$ cat src/common/tomasulo_pkg.sv
package tomasulo_pkg;

    // Sizes
    localparam int ROB_ENTRIES     = 8;
    localparam int CMP_RS_SIZE     = 4;
    localparam int NUM_CDB_ENTRIES = 2;

    typedef logic [31:0]                    rv32i_word;
    typedef logic [$clog2(ROB_ENTRIES)-1:0] rob_tag_t;
    typedef logic [CMP_RS_SIZE-1:0]         rs_slot_t;

    // Compare codes follow the branch funct3 field
    typedef logic [2:0] cmp_op_t;

    localparam cmp_op_t CMP_BEQ  = 3'b000;
    localparam cmp_op_t CMP_BNE  = 3'b001;
    localparam cmp_op_t CMP_BLT  = 3'b100;
    localparam cmp_op_t CMP_BGE  = 3'b101;
    localparam cmp_op_t CMP_BLTU = 3'b110;
    localparam cmp_op_t CMP_BGEU = 3'b111;

    // Source as sent by the decoder; value is only meaningful when not pending
    typedef struct packed {
        logic      pending;
        rob_tag_t  tag;
        rv32i_word value;
    } src_t;

    typedef struct packed {
        cmp_op_t  op;
        src_t     src1;
        src_t     src2;
        rob_tag_t rob_idx;
    } cmp_dispatch_t;

    typedef struct packed {
        logic      ready;
        rob_tag_t  tag;
        rv32i_word value;
    } operand_t;

    typedef struct packed {
        cmp_op_t  op;
        operand_t rs1;
        operand_t rs2;
        rob_tag_t dest;
    } rs_entry_t;

    typedef struct packed {
        cmp_op_t   op;
        rv32i_word vj;
        rv32i_word vk;
        rob_tag_t  rob_idx;
    } cmp_issue_t;

    typedef struct packed {
        logic      valid;
        rob_tag_t  tag;
        rv32i_word value;
    } cdb_entry_t;

    typedef cdb_entry_t [NUM_CDB_ENTRIES-1:0] cdb_t;

endpackage : tomasulo_pkg

$ cat src/cmp_rs/cmp_rs_ctrl.sv
`timescale 1ns/100ps

module cmp_rs_ctrl (
    input  logic                  clk,
    input  logic                  rst_n_i,
    input  logic                  flush_i,
    input  logic                  load_i,
    input  tomasulo_pkg::rs_slot_t ready_vec_i,
    output tomasulo_pkg::rs_slot_t alloc_o,
    output tomasulo_pkg::rs_slot_t issue_o,
    output logic                  issue_valid_o,
    output logic                  full_o
);

    import tomasulo_pkg::*;

    rs_slot_t busy_q;
    // older_q[i][j] set means entry i was allocated before entry j
    rs_slot_t older_q [CMP_RS_SIZE];

    rs_slot_t free_vec;
    rs_slot_t cand;
    rs_slot_t blocked;

    assign full_o   = &busy_q;
    assign free_vec = ~busy_q;

    // Lowest free slot; zero when the station is full
    assign alloc_o = load_i ? (free_vec & (~free_vec + 1'b1)) : '0;

    // Only busy slots may issue
    assign cand = ready_vec_i & busy_q;

    // A candidate is blocked when any older candidate exists
    always_comb begin
        blocked = '0;
        for (int i = 0; i < CMP_RS_SIZE; i++) begin
            for (int j = 0; j < CMP_RS_SIZE; j++) begin
                if (j != i && cand[j] && older_q[j][i]) begin
                    blocked[i] = 1'b1;
                end
            end
        end
    end

    assign issue_o       = cand & ~blocked;
    assign issue_valid_o = |issue_o;

    always_ff @(posedge clk or negedge rst_n_i) begin
        if (!rst_n_i) begin
            busy_q <= '0;
            for (int i = 0; i < CMP_RS_SIZE; i++) begin
                older_q[i] <= '0;
            end
        end else if (flush_i) begin
            busy_q <= '0;
        end else begin
            // Issue frees a slot at the same edge as an allocation may fill another
            busy_q <= (busy_q & ~issue_o) | alloc_o;

            // New entry becomes the youngest
            for (int k = 0; k < CMP_RS_SIZE; k++) begin
                if (alloc_o[k]) begin
                    for (int j = 0; j < CMP_RS_SIZE; j++) begin
                        older_q[k][j] <= 1'b0;
                        if (j != k) begin
                            older_q[j][k] <= 1'b1;
                        end
                    end
                end
            end
        end
    end

endmodule : cmp_rs_ctrl

$ cat src/cmp_rs/cmp_rs_entries.sv
`timescale 1ns/100ps

module cmp_rs_entries (
    input  logic                                                   clk,
    input  logic                                                   rst_n_i,
    input  tomasulo_pkg::cmp_dispatch_t                            dispatch_i,
    input  tomasulo_pkg::rs_slot_t                                 alloc_i,
    input  tomasulo_pkg::rv32i_word [tomasulo_pkg::ROB_ENTRIES-1:0] rob_vals_i,
    input  logic [tomasulo_pkg::ROB_ENTRIES-1:0]                   rob_ready_i,
    input  tomasulo_pkg::cdb_t                                     cdb_i,
    input  tomasulo_pkg::rs_slot_t                                 issue_i,
    output tomasulo_pkg::rs_slot_t                                 ready_vec_o,
    output tomasulo_pkg::cmp_issue_t                               issue_data_o
);

    import tomasulo_pkg::*;

    rs_entry_t entries_q [CMP_RS_SIZE];
    rs_entry_t entries_d [CMP_RS_SIZE];

    // Fill a waiting operand from any CDB slot carrying its tag
    function automatic operand_t snoop(operand_t opnd, cdb_t cdb);
        operand_t res;
        res = opnd;
        for (int j = 0; j < NUM_CDB_ENTRIES; j++) begin
            if (!opnd.ready && cdb[j].valid && cdb[j].tag == opnd.tag) begin
                res.ready = 1'b1;
                res.value = cdb[j].value;
            end
        end
        return res;
    endfunction

    // Resolve a dispatched source, CDB first then ROB
    function automatic operand_t capture(src_t src, rv32i_word [ROB_ENTRIES-1:0] rob_vals,
                                         logic [ROB_ENTRIES-1:0] rob_ready, cdb_t cdb);
        operand_t res;
        res.ready = !src.pending;
        res.tag   = src.tag;
        res.value = src.value;
        res = snoop(res, cdb);
        if (!res.ready && rob_ready[src.tag]) begin
            res.ready = 1'b1;
            res.value = rob_vals[src.tag];
        end
        return res;
    endfunction

    always_comb begin
        for (int i = 0; i < CMP_RS_SIZE; i++) begin
            entries_d[i] = entries_q[i];
            if (alloc_i[i]) begin
                entries_d[i].op   = dispatch_i.op;
                entries_d[i].dest = dispatch_i.rob_idx;
                entries_d[i].rs1  = capture(dispatch_i.src1, rob_vals_i, rob_ready_i, cdb_i);
                entries_d[i].rs2  = capture(dispatch_i.src2, rob_vals_i, rob_ready_i, cdb_i);
            end else begin
                entries_d[i].rs1 = snoop(entries_q[i].rs1, cdb_i);
                entries_d[i].rs2 = snoop(entries_q[i].rs2, cdb_i);
            end
        end
    end

    always_ff @(posedge clk or negedge rst_n_i) begin
        if (!rst_n_i) begin
            for (int i = 0; i < CMP_RS_SIZE; i++) begin
                entries_q[i] <= '0;
            end
        end else begin
            for (int i = 0; i < CMP_RS_SIZE; i++) begin
                entries_q[i] <= entries_d[i];
            end
        end
    end

    // Readiness comes from stored state only, so a capture issues one edge later
    always_comb begin
        for (int i = 0; i < CMP_RS_SIZE; i++) begin
            ready_vec_o[i] = entries_q[i].rs1.ready & entries_q[i].rs2.ready;
        end
    end

    // Issue select is one-hot
    always_comb begin
        issue_data_o = '0;
        for (int i = 0; i < CMP_RS_SIZE; i++) begin
            if (issue_i[i]) begin
                issue_data_o.op      = entries_q[i].op;
                issue_data_o.vj      = entries_q[i].rs1.value;
                issue_data_o.vk      = entries_q[i].rs2.value;
                issue_data_o.rob_idx = entries_q[i].dest;
            end
        end
    end

endmodule : cmp_rs_entries

$ cat src/design/cmp_rs_top.sv
`timescale 1ns/100ps

module cmp_rs_top (
    input  logic                                                   clk,
    input  logic                                                   rst_n_i,
    input  logic                                                   flush_i,
    input  logic                                                   load_i,
    input  tomasulo_pkg::cmp_dispatch_t                            dispatch_i,
    input  tomasulo_pkg::rv32i_word [tomasulo_pkg::ROB_ENTRIES-1:0] rob_vals_i,
    input  logic [tomasulo_pkg::ROB_ENTRIES-1:0]                   rob_ready_i,
    input  tomasulo_pkg::cdb_t                                     cdb_i,
    output tomasulo_pkg::cdb_entry_t                               cdb_cmp_o,
    output logic                                                   full_o
);

    import tomasulo_pkg::*;

    rs_slot_t   alloc;
    rs_slot_t   issue;
    rs_slot_t   ready_vec;
    logic       issue_valid;
    cmp_issue_t issue_data;

    cmp_rs_ctrl u_ctrl (
        .clk           (clk),
        .rst_n_i       (rst_n_i),
        .flush_i       (flush_i),
        .load_i        (load_i),
        .ready_vec_i   (ready_vec),
        .alloc_o       (alloc),
        .issue_o       (issue),
        .issue_valid_o (issue_valid),
        .full_o        (full_o)
    );

    cmp_rs_entries u_entries (
        .clk          (clk),
        .rst_n_i      (rst_n_i),
        .dispatch_i   (dispatch_i),
        .alloc_i      (alloc),
        .rob_vals_i   (rob_vals_i),
        .rob_ready_i  (rob_ready_i),
        .cdb_i        (cdb_i),
        .issue_i      (issue),
        .ready_vec_o  (ready_vec),
        .issue_data_o (issue_data)
    );

    cmp_unit u_cmp (
        .clk           (clk),
        .rst_n_i       (rst_n_i),
        .flush_i       (flush_i),
        .issue_valid_i (issue_valid),
        .issue_data_i  (issue_data),
        .cdb_cmp_o     (cdb_cmp_o)
    );

endmodule : cmp_rs_top

$ cat src/design/cmp_unit.sv
`timescale 1ns/100ps

module cmp_unit (
    input  logic                     clk,
    input  logic                     rst_n_i,
    input  logic                     flush_i,
    input  logic                     issue_valid_i,
    input  tomasulo_pkg::cmp_issue_t issue_data_i,
    output tomasulo_pkg::cdb_entry_t cdb_cmp_o
);

    import tomasulo_pkg::*;

    logic       issue_valid_q;
    cmp_issue_t issue_q;
    logic       taken;

    always_ff @(posedge clk or negedge rst_n_i) begin
        if (!rst_n_i) begin
            issue_valid_q <= 1'b0;
        end else begin
            issue_valid_q <= issue_valid_i && !flush_i;
        end
    end

    // Operand latch
    always_ff @(posedge clk) begin
        if (issue_valid_i) begin
            issue_q <= issue_data_i;
        end
    end

    always_comb begin
        case (issue_q.op)
            CMP_BEQ:  taken = issue_q.vj == issue_q.vk;
            CMP_BNE:  taken = issue_q.vj != issue_q.vk;
            CMP_BLT:  taken = $signed(issue_q.vj) < $signed(issue_q.vk);
            CMP_BGE:  taken = $signed(issue_q.vj) >= $signed(issue_q.vk);
            CMP_BLTU: taken = issue_q.vj < issue_q.vk;
            CMP_BGEU: taken = issue_q.vj >= issue_q.vk;
            default:  taken = 1'b0;
        endcase
    end

    // Result slot stays valid for one cycle and a flush drops the pending result
    always_ff @(posedge clk or negedge rst_n_i) begin
        if (!rst_n_i) begin
            cdb_cmp_o <= '0;
        end else begin
            cdb_cmp_o.valid <= issue_valid_q && !flush_i;
            cdb_cmp_o.tag   <= issue_q.rob_idx;
            cdb_cmp_o.value <= rv32i_word'(taken);
        end
    end

endmodule : cmp_unit
$ cat config.mk
export PLATFORM = sky130hd
export DESIGN_NAME = cmp_rs_top
export DESIGN_NICKNAME = d
export VERILOG_FILES = /design/src/common/tomasulo_pkg.sv /design/src/cmp_rs/cmp_rs_ctrl.sv /design/src/cmp_rs/cmp_rs_entries.sv /design/src/design/cmp_rs_top.sv /design/src/design/cmp_unit.sv
export SDC_FILE = /design/constraint.sdc
export NUM_CORES = 1
export LEC_CHECK = 0
export ABC_CLOCK_PERIOD_IN_PS = 7800
export BUFFER_PORTS_ARGS = -buffer_cell sky130_fd_sc_hd__buf_2
export CAP_MARGIN = 15
export CORE_MARGIN = 1
export CORE_UTILIZATION = 41
export CTS_CLUSTER_SIZE = 20
export DETAILED_ROUTE_END_ITERATION = 10
export GPL_ROUTABILITY_DRIVEN = 0
export PLACE_DENSITY_LB_ADDON = 0.12
export SLEW_MARGIN = 10
export SYNTH_ARGS = -nofsm -noshare
export SYNTH_HDL_FRONTEND = slang
export SYNTH_HIERARCHICAL = 1
export SYNTH_SLANG_ARGS = --single-unit
$ cat constraint.sdc
create_clock -name clk -period 7.8 [get_ports clk]
set_input_delay 0 -clock clk [delete_from_list [all_inputs] [get_ports clk]]
set_output_delay 0 -clock clk [all_outputs]
set_load 0.01 [all_outputs]
# After elaboration in Yosys (flattened, before gate mapping)
# Index checks and enable logic that the tools add are counted.
dict set report totals {
  regBits 404
  out_inout_bits 37
  elab_cells 313
}
dict set report classes {
  add_sub_neg 1
  n_bitwise 14
  eq_ne 27
  order_cmp 6
  mux 108
  reduce_logical 104
}
# cell count
set ops {}
lappend ops {{$mux 32} 30}
lappend ops {{$mux 72} 4}
lappend ops {{$mux 70} 4}
lappend ops {{$bmux 32 s3} 2}
lappend ops {{$ge 32x32->1} 2}
lappend ops {{$lt 32x32->1} 2}
lappend ops {{$logic_and 1x1->1} 62}
lappend ops {{$eq 3x3->1} 20}
lappend ops {{$mux 1} 59}
lappend ops {{$eq 32x32->1} 1}
lappend ops {{$ne 32x32->1} 1}
lappend ops {{$reduce_bool 3->1} 8}
lappend ops {{$mux 4} 5}
lappend ops {{$logic_not 1->1} 19}
lappend ops {{$and 4x4->4} 4}
lappend ops {{$not 4->4} 4}
lappend ops {{$eq 3x3->1 const B} 4}
lappend ops {{$reduce_and 2->1} 6}
lappend ops {{$reduce_bool 2->1} 6}
lappend ops {{$lt 3x4->1 const B} 2}
lappend ops {{$bmux 1 s3} 2}
lappend ops {{$pmux 1 s6} 1}
lappend ops {{$add 4x1->4 const B} 1}
lappend ops {{$and 1x1->1} 4}
lappend ops {{7 further kinds} 7}

# Depth between registers and ports, before layout
dict set report depth {
  ltp_word 12
  depth_mapped 12
  ltp_nobuf 8
}

# Modules after synthesis
# The synthesis kept the hierarchy.
# module seq_area_each_um2 instances cells_each area_per_inst_um2
set by_module_without_submodules {}
lappend by_module_without_submodules {cmp_rs_entries 7807.5 1 2599 26897.0}
lappend by_module_without_submodules {cmp_unit 2252.2 1 240 3457.1}
lappend by_module_without_submodules {cmp_rs_ctrl 400.4 1 84 822.0}

# Worst setup path before layout
# OpenSTA, ideal clock, no wires.
dict set report synth_path {
  kind {reg2reg}
  start {register u_entries/entries_q[194] (netlist bit)}
  end {register u_cmp/issue_q[0] (netlist bit) (enable)}
  path_buffers 0
  setup_time_ns 0.432
  t_required_ns 7.368
  path_slack_ns 4.881
  t_arrival_ns 2.487
  stages_incl_launch_ff 5
  path_cell_list {dfrtp_1 -> and2_1 -> nand3_1 -> and4b_1 -> or4_1}
}
dict set report synth_via {
  word_cells_on_any_way 15
  cone_classes {7 x mux; 4 x bitwise; 4 x reduce/logical}
}
# element line
set synth_rtl {}
lappend synth_rtl {{start, declared} cmp_rs_entries.sv:18} ;# rs_entry_t entries_q [CMP_RS_SIZE];
lappend synth_rtl {{start signal, assigned by index} cmp_rs_entries.sv:71} ;# entries_q[i] <= entries_d[i];
lappend synth_rtl {{$and 1x1->1} cmp_rs_entries.sv:79} ;# ready_vec_o[i] = entries_q[i].rs1.ready & entries_q[i].rs2.ready;
lappend synth_rtl {{net ready_vec[1]} cmp_rs_top.sv:20} ;# rs_slot_t ready_vec;
lappend synth_rtl {{$and 4x4->4} cmp_rs_ctrl.sv:32} ;# assign cand = ready_vec_i & busy_q;
lappend synth_rtl {{$logic_and 1x1->1} cmp_rs_ctrl.sv:39} ;# if (j != i && cand[j] && older_q[j][i]) begin
lappend synth_rtl {{$mux 1 (2 in series)} cmp_rs_ctrl.sv:39}
lappend synth_rtl {{$not 4->4} cmp_rs_ctrl.sv:46} ;# assign issue_o = cand & ~blocked;
lappend synth_rtl {{$and 4x4->4} cmp_rs_ctrl.sv:46}
lappend synth_rtl {{net issue[3]} cmp_rs_top.sv:19} ;# rs_slot_t issue;
lappend synth_rtl {{$reduce_or 4->1} cmp_rs_ctrl.sv:47} ;# assign issue_valid_o = |issue_o;
lappend synth_rtl {{net issue_valid} cmp_rs_top.sv:21} ;# logic issue_valid;
lappend synth_rtl {{end signal, assigned} cmp_unit.sv:29} ;# issue_q <= issue_data_i;
lappend synth_rtl {{end, declared} cmp_unit.sv:15} ;# cmp_issue_t issue_q;
# The timed path passes the listed nets, and every way through them passes these cells.
# A chain may end at the register's enable or synchronous reset.

# Worst setup path after layout
dict set report layout_path {
  start {input dispatch_i[36] (netlist bit)}
  end {register u_entries/entries_q[189] (netlist bit)}
}
dict set report layout_via {
  elab_chain_len 9
  word_cells_on_any_way 17
  cone_classes {2 x eq/ne; 11 x mux; 4 x reduce/logical}
}
# element line
set layout_lines {}
lappend layout_lines {{start, declared} cmp_rs_top.sv:8} ;# input tomasulo_pkg::cmp_dispatch_t dispatch_i,
lappend layout_lines {{$eq 3x3->1} cmp_rs_entries.sv:26} ;# if (!opnd.ready && cdb[j].valid && cdb[j].tag == opnd.tag) begin
lappend layout_lines {{$logic_and 1x1->1} cmp_rs_entries.sv:26}
lappend layout_lines {{$mux 1 (2 in series)} cmp_rs_entries.sv:26}
lappend layout_lines {{$mux 1} cmp_rs_entries.sv:52} ;# if (alloc_i[i]) begin
lappend layout_lines {{$logic_not 1->1} cmp_rs_entries.sv:42} ;# if (!res.ready && rob_ready[src.tag]) begin
lappend layout_lines {{$logic_and 1x1->1} cmp_rs_entries.sv:42}
lappend layout_lines {{$mux 32 (*)} cmp_rs_entries.sv:42}
lappend layout_lines {{$mux 72 (*)} cmp_rs_entries.sv:52}
# Mark *: on every way between the ends. The rest lies on a longest branch, timed or not. The select of a mux whose other input is x is not followed.

==> metrics.txt <==
# TYPE chip_impl_metric gauge
chip_impl_metric{name="drt_iter0_markers",unit=""} 2705
chip_impl_metric{name="r2r_worst_path_depth",unit=""} 9
chip_impl_metric{name="p_sw",unit="mW"} 2.949
chip_impl_metric{name="dieWidth",unit="um"} 277.8
chip_impl_metric{name="power.leakage",unit="nW"} 14.21
chip_impl_metric{name="timing.critical_path.slowest_cell_delay",unit="ns"} 0.88
chip_impl_metric{name="die_area",unit="sq mm"} 0.07715
chip_impl_metric{name="floorplan.rows",unit=""} 100
chip_impl_metric{name="drt-vias-per-instance",unit=""} 6.341
chip_impl_metric{name="total_power_per_unit_cell_area",unit="mW/mm^2"} 226.4
chip_impl_metric{name="routedWlPerCell",unit="um"} 30.65
chip_impl_metric{name="nNetsFinal",unit=""} 3783
chip_impl_metric{name="port_buffers",unit=""} 423
chip_impl_metric{name="synth_sequential_area_ratio",unit="%"} 33.55
chip_impl_metric{name="worst-path-max-fanout",unit=""} 34
chip_impl_metric{name="final_max_slew_viol_count",unit=""} 0
chip_impl_metric{name="hpwl",unit="um"} 85440
chip_impl_metric{name="grt_remaining_overflow",unit=""} 0
chip_impl_metric{name="grt_start_max_net_pins",unit=""} 89
chip_impl_metric{name="syn_inst",unit=""} 2923
chip_impl_metric{name="power.combinational.fraction",unit="%"} 34.5
chip_impl_metric{name="finalClockSkew",unit="ns"} 0.04306
chip_impl_metric{name="cts.path.max_buffers",unit=""} 3
chip_impl_metric{name="crit_arrival",unit="ns"} 4.88
chip_impl_metric{name="netlist_area_before_placement",unit="sq mm"} 0.03118
chip_impl_metric{name="clk-insertion-delay-late",unit="ns"} 0.63
chip_impl_info{name="most_frequent_cells_after_synthesis",value="sky130_fd_sc_hd__mux2i_1, sky130_fd_sc_hd__dfrtp_1, sky130_fd_sc_hd__clkbuf_1"} 1
chip_impl_metric{name="slew_headroom",unit="%"} 12.98
chip_impl_metric{name="critical_path.n_buffers_inverters",unit=""} 6
chip_impl_info{name="run_status",value="completed"} 1
chip_impl_metric{name="grt_usage",unit="%"} 33.94
chip_impl_info{name="worstPathCellList",value="dlygate4sd3_1 > buf_4 > buf_4 > mux4_2 > mux2i_4 > buf_4 > or3_4 > buf_4 > a31oi_4 > mux2i_1 > dlygate4sd3_1"} 1
chip_impl_metric{name="synth_compound_gate_area_share",unit="%"} 14.69
chip_impl_metric{name="io_pins",unit=""} 455
chip_impl_info{name="cts_tree",value="built"} 1
chip_impl_info{name="crit_slowest_cell",value="sky130_fd_sc_hd__buf_4"} 1
chip_impl_metric{name="via_count",unit=""} 27740
chip_impl_info{name="worst_setup_path_end_kind",value="flop"} 1
chip_impl_metric{name="cts.htree.levels",unit=""} 2
chip_impl_metric{name="maximum_vdd_ir_drop",unit="mV"} 0.1642
chip_impl_info{name="crit_path_frequent_cell",value="sky130_fd_sc_hd__buf_4"} 1
chip_impl_metric{name="cts_inserted_buffers",unit=""} 47
chip_impl_metric{name="die-height",unit="um"} 277.8
chip_impl_metric{name="yosysWarningCount",unit=""} 6
chip_impl_metric{name="min_clock_period_post_route",unit="ns"} 4.324
chip_impl_metric{name="filler_cell_count",unit=""} 6810
chip_impl_metric{name="yosys.cell_types.count",unit=""} 69
chip_impl_metric{name="synth_enable_flop_cells",unit=""} 70
chip_impl_info{name="combinational_family_with_the_most_area_after_synthesis",value="multiplexers"} 1
chip_impl_metric{name="yosys.area.top_type_share",unit="%"} 26.81
chip_impl_metric{name="syn2layout_area_growth",unit="%"} 19.85
chip_impl_metric{name="setup_viol",unit=""} 0
chip_impl_metric{name="power.switching_fraction",unit="%"} 34.85
chip_impl_metric{name="initial_core_util",unit="%"} 41.67
chip_impl_metric{name="timing.max_cap.violations",unit=""} 0
chip_impl_metric{name="yosys.area_share.simple",unit="%"} 10.09
chip_impl_info{name="synth.most_common_cell",value="sky130_fd_sc_hd__mux2i_1"} 1
chip_impl_metric{name="drc_errors",unit=""} 0
chip_impl_metric{name="grt_pass1_wl",unit="um"} 194400
chip_impl_metric{name="worst_pin_slew",unit="ns"} 1.293
chip_impl_info{name="cts_root_buf",value="sky130_fd_sc_hd__clkbuf_16"} 1
chip_impl_metric{name="proportion_of_synthesized_flip_flops_having_asynchronous_set_or_reset",unit="%"} 82.67
chip_impl_metric{name="setup_total_negative_slack",unit="ns"} 0
chip_impl_metric{name="synthXorXnorAreaFrac",unit="%"} 1.710
chip_impl_metric{name="total_core_area",unit="sq mm"} 0.07482
chip_impl_metric{name="finish.utilization",unit="%"} 49.94
chip_impl_metric{name="multiplexer_fraction_of_the_synthesized_cell_area",unit="%"} 32.67
chip_impl_metric{name="worst_ep_required_time",unit="ns"} 8.36
chip_impl_metric{name="grt_antenna_before_repair",unit=""} 41
chip_impl_metric{name="holdPathStages",unit=""} 4
chip_impl_metric{name="iteration_count_of_the_initial_detailed_routing_pass",unit=""} 5
chip_impl_metric{name="totalWireLength",unit="um"} 134100
chip_impl_info{name="type_of_element_launching_the_critical_path",value="input pin"} 1
chip_impl_info{name="synth.largest_area_cell",value="sky130_fd_sc_hd__dfrtp_1"} 1
chip_impl_metric{name="yosys_register_bits",unit=""} 404
chip_impl_metric{name="cp.depth",unit=""} 11
chip_impl_metric{name="share_clk_of_total_power",unit="%"} 25.5
chip_impl_metric{name="synth.avg_cell_area",unit="sq um"} 10.67
chip_impl_info{name="main_flop_type_after_synthesis",value="sky130_fd_sc_hd__dfrtp_1"} 1
chip_impl_metric{name="synth_fa_ha_area_share",unit="%"} 1.284
chip_impl_info{name="timing_worst_setup_path_type",value="input pin to flop"} 1
chip_impl_metric{name="drive_gt1_share",unit="%"} 30.70
chip_impl_info{name="hp-class",value="input pin to flop"} 1
chip_impl_info{name="grt_setup_unrepaired",value="false"} 1
chip_impl_metric{name="fin_crit_sh",unit="%"} 55.43
chip_impl_metric{name="hold_violations",unit=""} 0
chip_impl_metric{name="pwr-share-seq",unit="%"} 40.0
chip_impl_metric{name="postRouteAntennaNets",unit=""} 0
chip_impl_metric{name="clk_transition_reported_paths",unit="ns"} 0.06
chip_impl_info{name="post_synth_main_area_contributors",value="sky130_fd_sc_hd__dfrtp_1, sky130_fd_sc_hd__mux2i_1, sky130_fd_sc_hd__mux4_2"} 1
chip_impl_metric{name="internal_power",unit="mW"} 5.512
chip_impl_info{name="critPathTopFamily",value="buffers and inverters"} 1
chip_impl_metric{name="grt_pass1_vias",unit=""} 28790
chip_impl_metric{name="fmax",unit="MHz"} 231.3
chip_impl_metric{name="clock-sinks",unit=""} 404
registers in the layout, summed over array words and instances, names as in the netlist:
name / count
u_ctrl/busy_q: 4
u_ctrl/older_q: 12
u_cmp/issue_q: 70
u_entries/entries_q: 312
u_cmp/cdb_cmp_o: 5
u_cmp/issue_valid_q: 1
final cells by class:
type	count	area [sq um]	area share, %
sequential	404	10460	27.99
clock buffer	66	1329	3.556
clock inverter	21	120.1	0.3215
antenna	34	85.08	0.2277
tap	969	1212	3.245
inverter	38	142.6	0.3817
timing repair buffer	707	4796	12.83
multi-input combinational	2135	19220	51.44
worst paths after layout:
check,to,slack [ns],from
max,u_entries/entries_q[189],3.48,dispatch_i[36]
min,u_entries/entries_q[300],0.02,dispatch_i[66]
max reg2reg,u_entries/entries_q[287],3.55,u_entries/entries_q[307]
min reg2reg,u_cmp/cdb_cmp_o[33],0.35,u_cmp/issue_q[1]
max in group asynchronous,u_entries/entries_q[122],6.72,rst_n_i
min in group asynchronous,u_entries/entries_q[300],0.03,rst_n_i
placed cells by master (no fill, tap or decap), types with 6 or more instances in the layout:
cell type / instances
sky130_fd_sc_hd__nand3_1: 52
sky130_fd_sc_hd__clkbuf_1: 12
sky130_fd_sc_hd__o21ai_0: 171
sky130_fd_sc_hd__xor2_1: 27
sky130_fd_sc_hd__and4_1: 9
sky130_fd_sc_hd__nor2b_1: 9
sky130_fd_sc_hd__nor4_1: 54
sky130_fd_sc_hd__and3_1: 32
sky130_fd_sc_hd__xnor2_1: 30
sky130_fd_sc_hd__ha_1: 32
sky130_fd_sc_hd__a221o_1: 64
sky130_fd_sc_hd__conb_1: 31
sky130_fd_sc_hd__nor4_4: 8
sky130_fd_sc_hd__clkbuf_8: 6
sky130_fd_sc_hd__clkinv_2: 16
sky130_fd_sc_hd__nor3b_1: 9
sky130_fd_sc_hd__mux2i_1: 482
sky130_fd_sc_hd__mux4_2: 132
sky130_fd_sc_hd__and2_1: 6
sky130_fd_sc_hd__a31oi_4: 30
sky130_fd_sc_hd__edfxtp_1: 70
sky130_fd_sc_hd__dfrtp_1: 334
sky130_fd_sc_hd__inv_1: 38
sky130_fd_sc_hd__a21oi_1: 90
sky130_fd_sc_hd__nand2_1: 183
sky130_fd_sc_hd__a22oi_1: 69
sky130_fd_sc_hd__a31oi_2: 30
sky130_fd_sc_hd__nor3_1: 12
sky130_fd_sc_hd__nor4_2: 12
sky130_fd_sc_hd__diode_2: 34
sky130_fd_sc_hd__nand2b_1: 74
sky130_fd_sc_hd__buf_2: 418
sky130_fd_sc_hd__nor2_1: 112
sky130_fd_sc_hd__buf_4: 85
sky130_fd_sc_hd__mux2_2: 210
sky130_fd_sc_hd__a21o_1: 7
sky130_fd_sc_hd__dlygate4sd3_1: 201
sky130_fd_sc_hd__o2bb2ai_1: 94
sky130_fd_sc_hd__nand4_1: 10
sky130_fd_sc_hd__clkbuf_16: 48
metal layers:
metal	GRT usage, %	vias to the layer above	share of wire [%]
met4	18.25	2	5.3
met1	42.60	13960	39
met3	7.016	378	9.0
li1	-	11800	-
met2	54.76	1600	47
met5	0	-	0.015
worst reg2reg max path: cells and delay by family, from the launching register on:
kind | cells | cell delay (ns)
XOR/XNOR | 1 | 0.16
AO/OA/AOI/OAI | 1 | 0.18
buffers and inverters | 4 | 2.23
flip-flops | 1 | 0.41
AND/OR/NAND/NOR | 2 | 1.05
multiplexers | 1 | 0.07
power by group through the flow:
stage | clock network [mW] | logic, mW | registers [mW]
CTS | 2.19 | 2.86 | 3.37
finish | 2.16 | 2.92 | 3.38
global placement | 0 | 2.44 | 3.37
floorplan | 0 | 1.78 | 3.27
global route | 2.27 | 3.14 | 3.46
detailed placement | 0 | 2.53 | 3.40
stage by stage:
stage          worst slack (ns)  area, sq um  power [mW]  std cells  hold slack (ns)
2_1_floorplan             4.881        31290       5.050       2953          -0.2956
3_3_place_gp              3.898        33770       5.801       4049         -0.04398
3_5_place_dp              3.805        33780       5.935       4050         -0.04172
4_1_cts                   3.603        37270       8.420       4339         0.001689
5_1_grt                   3.320        37360       8.871       4372          0.02153
6_report                  3.476        37370       8.460       4374          0.01518
cell families after synthesis:
| group | after synthesis |
|---|---|
| AOI/OAI and AO/OA | 581 |
| xor gates and xnor gates | 60 |
| adders and majority gates | 32 |
| buffers and inverters | 414 |
| DFF | 404 |
| muxes | 826 |
| other | 1 |
| and+or+nand+nor | 605 |
repair_timing:
| item | in CTS | in global routing |
|---|---|---|
| setup buffers | 0 | 0 |
| endpoints found under the hold margin | 338 | 0 |
| gates resized for setup | 0 | 0 |
| hold buffers | 202 | 0 |
| endpoints found under the setup margin | 0 | 0 |
Note: power is estimated with default switching activity, not from simulation.
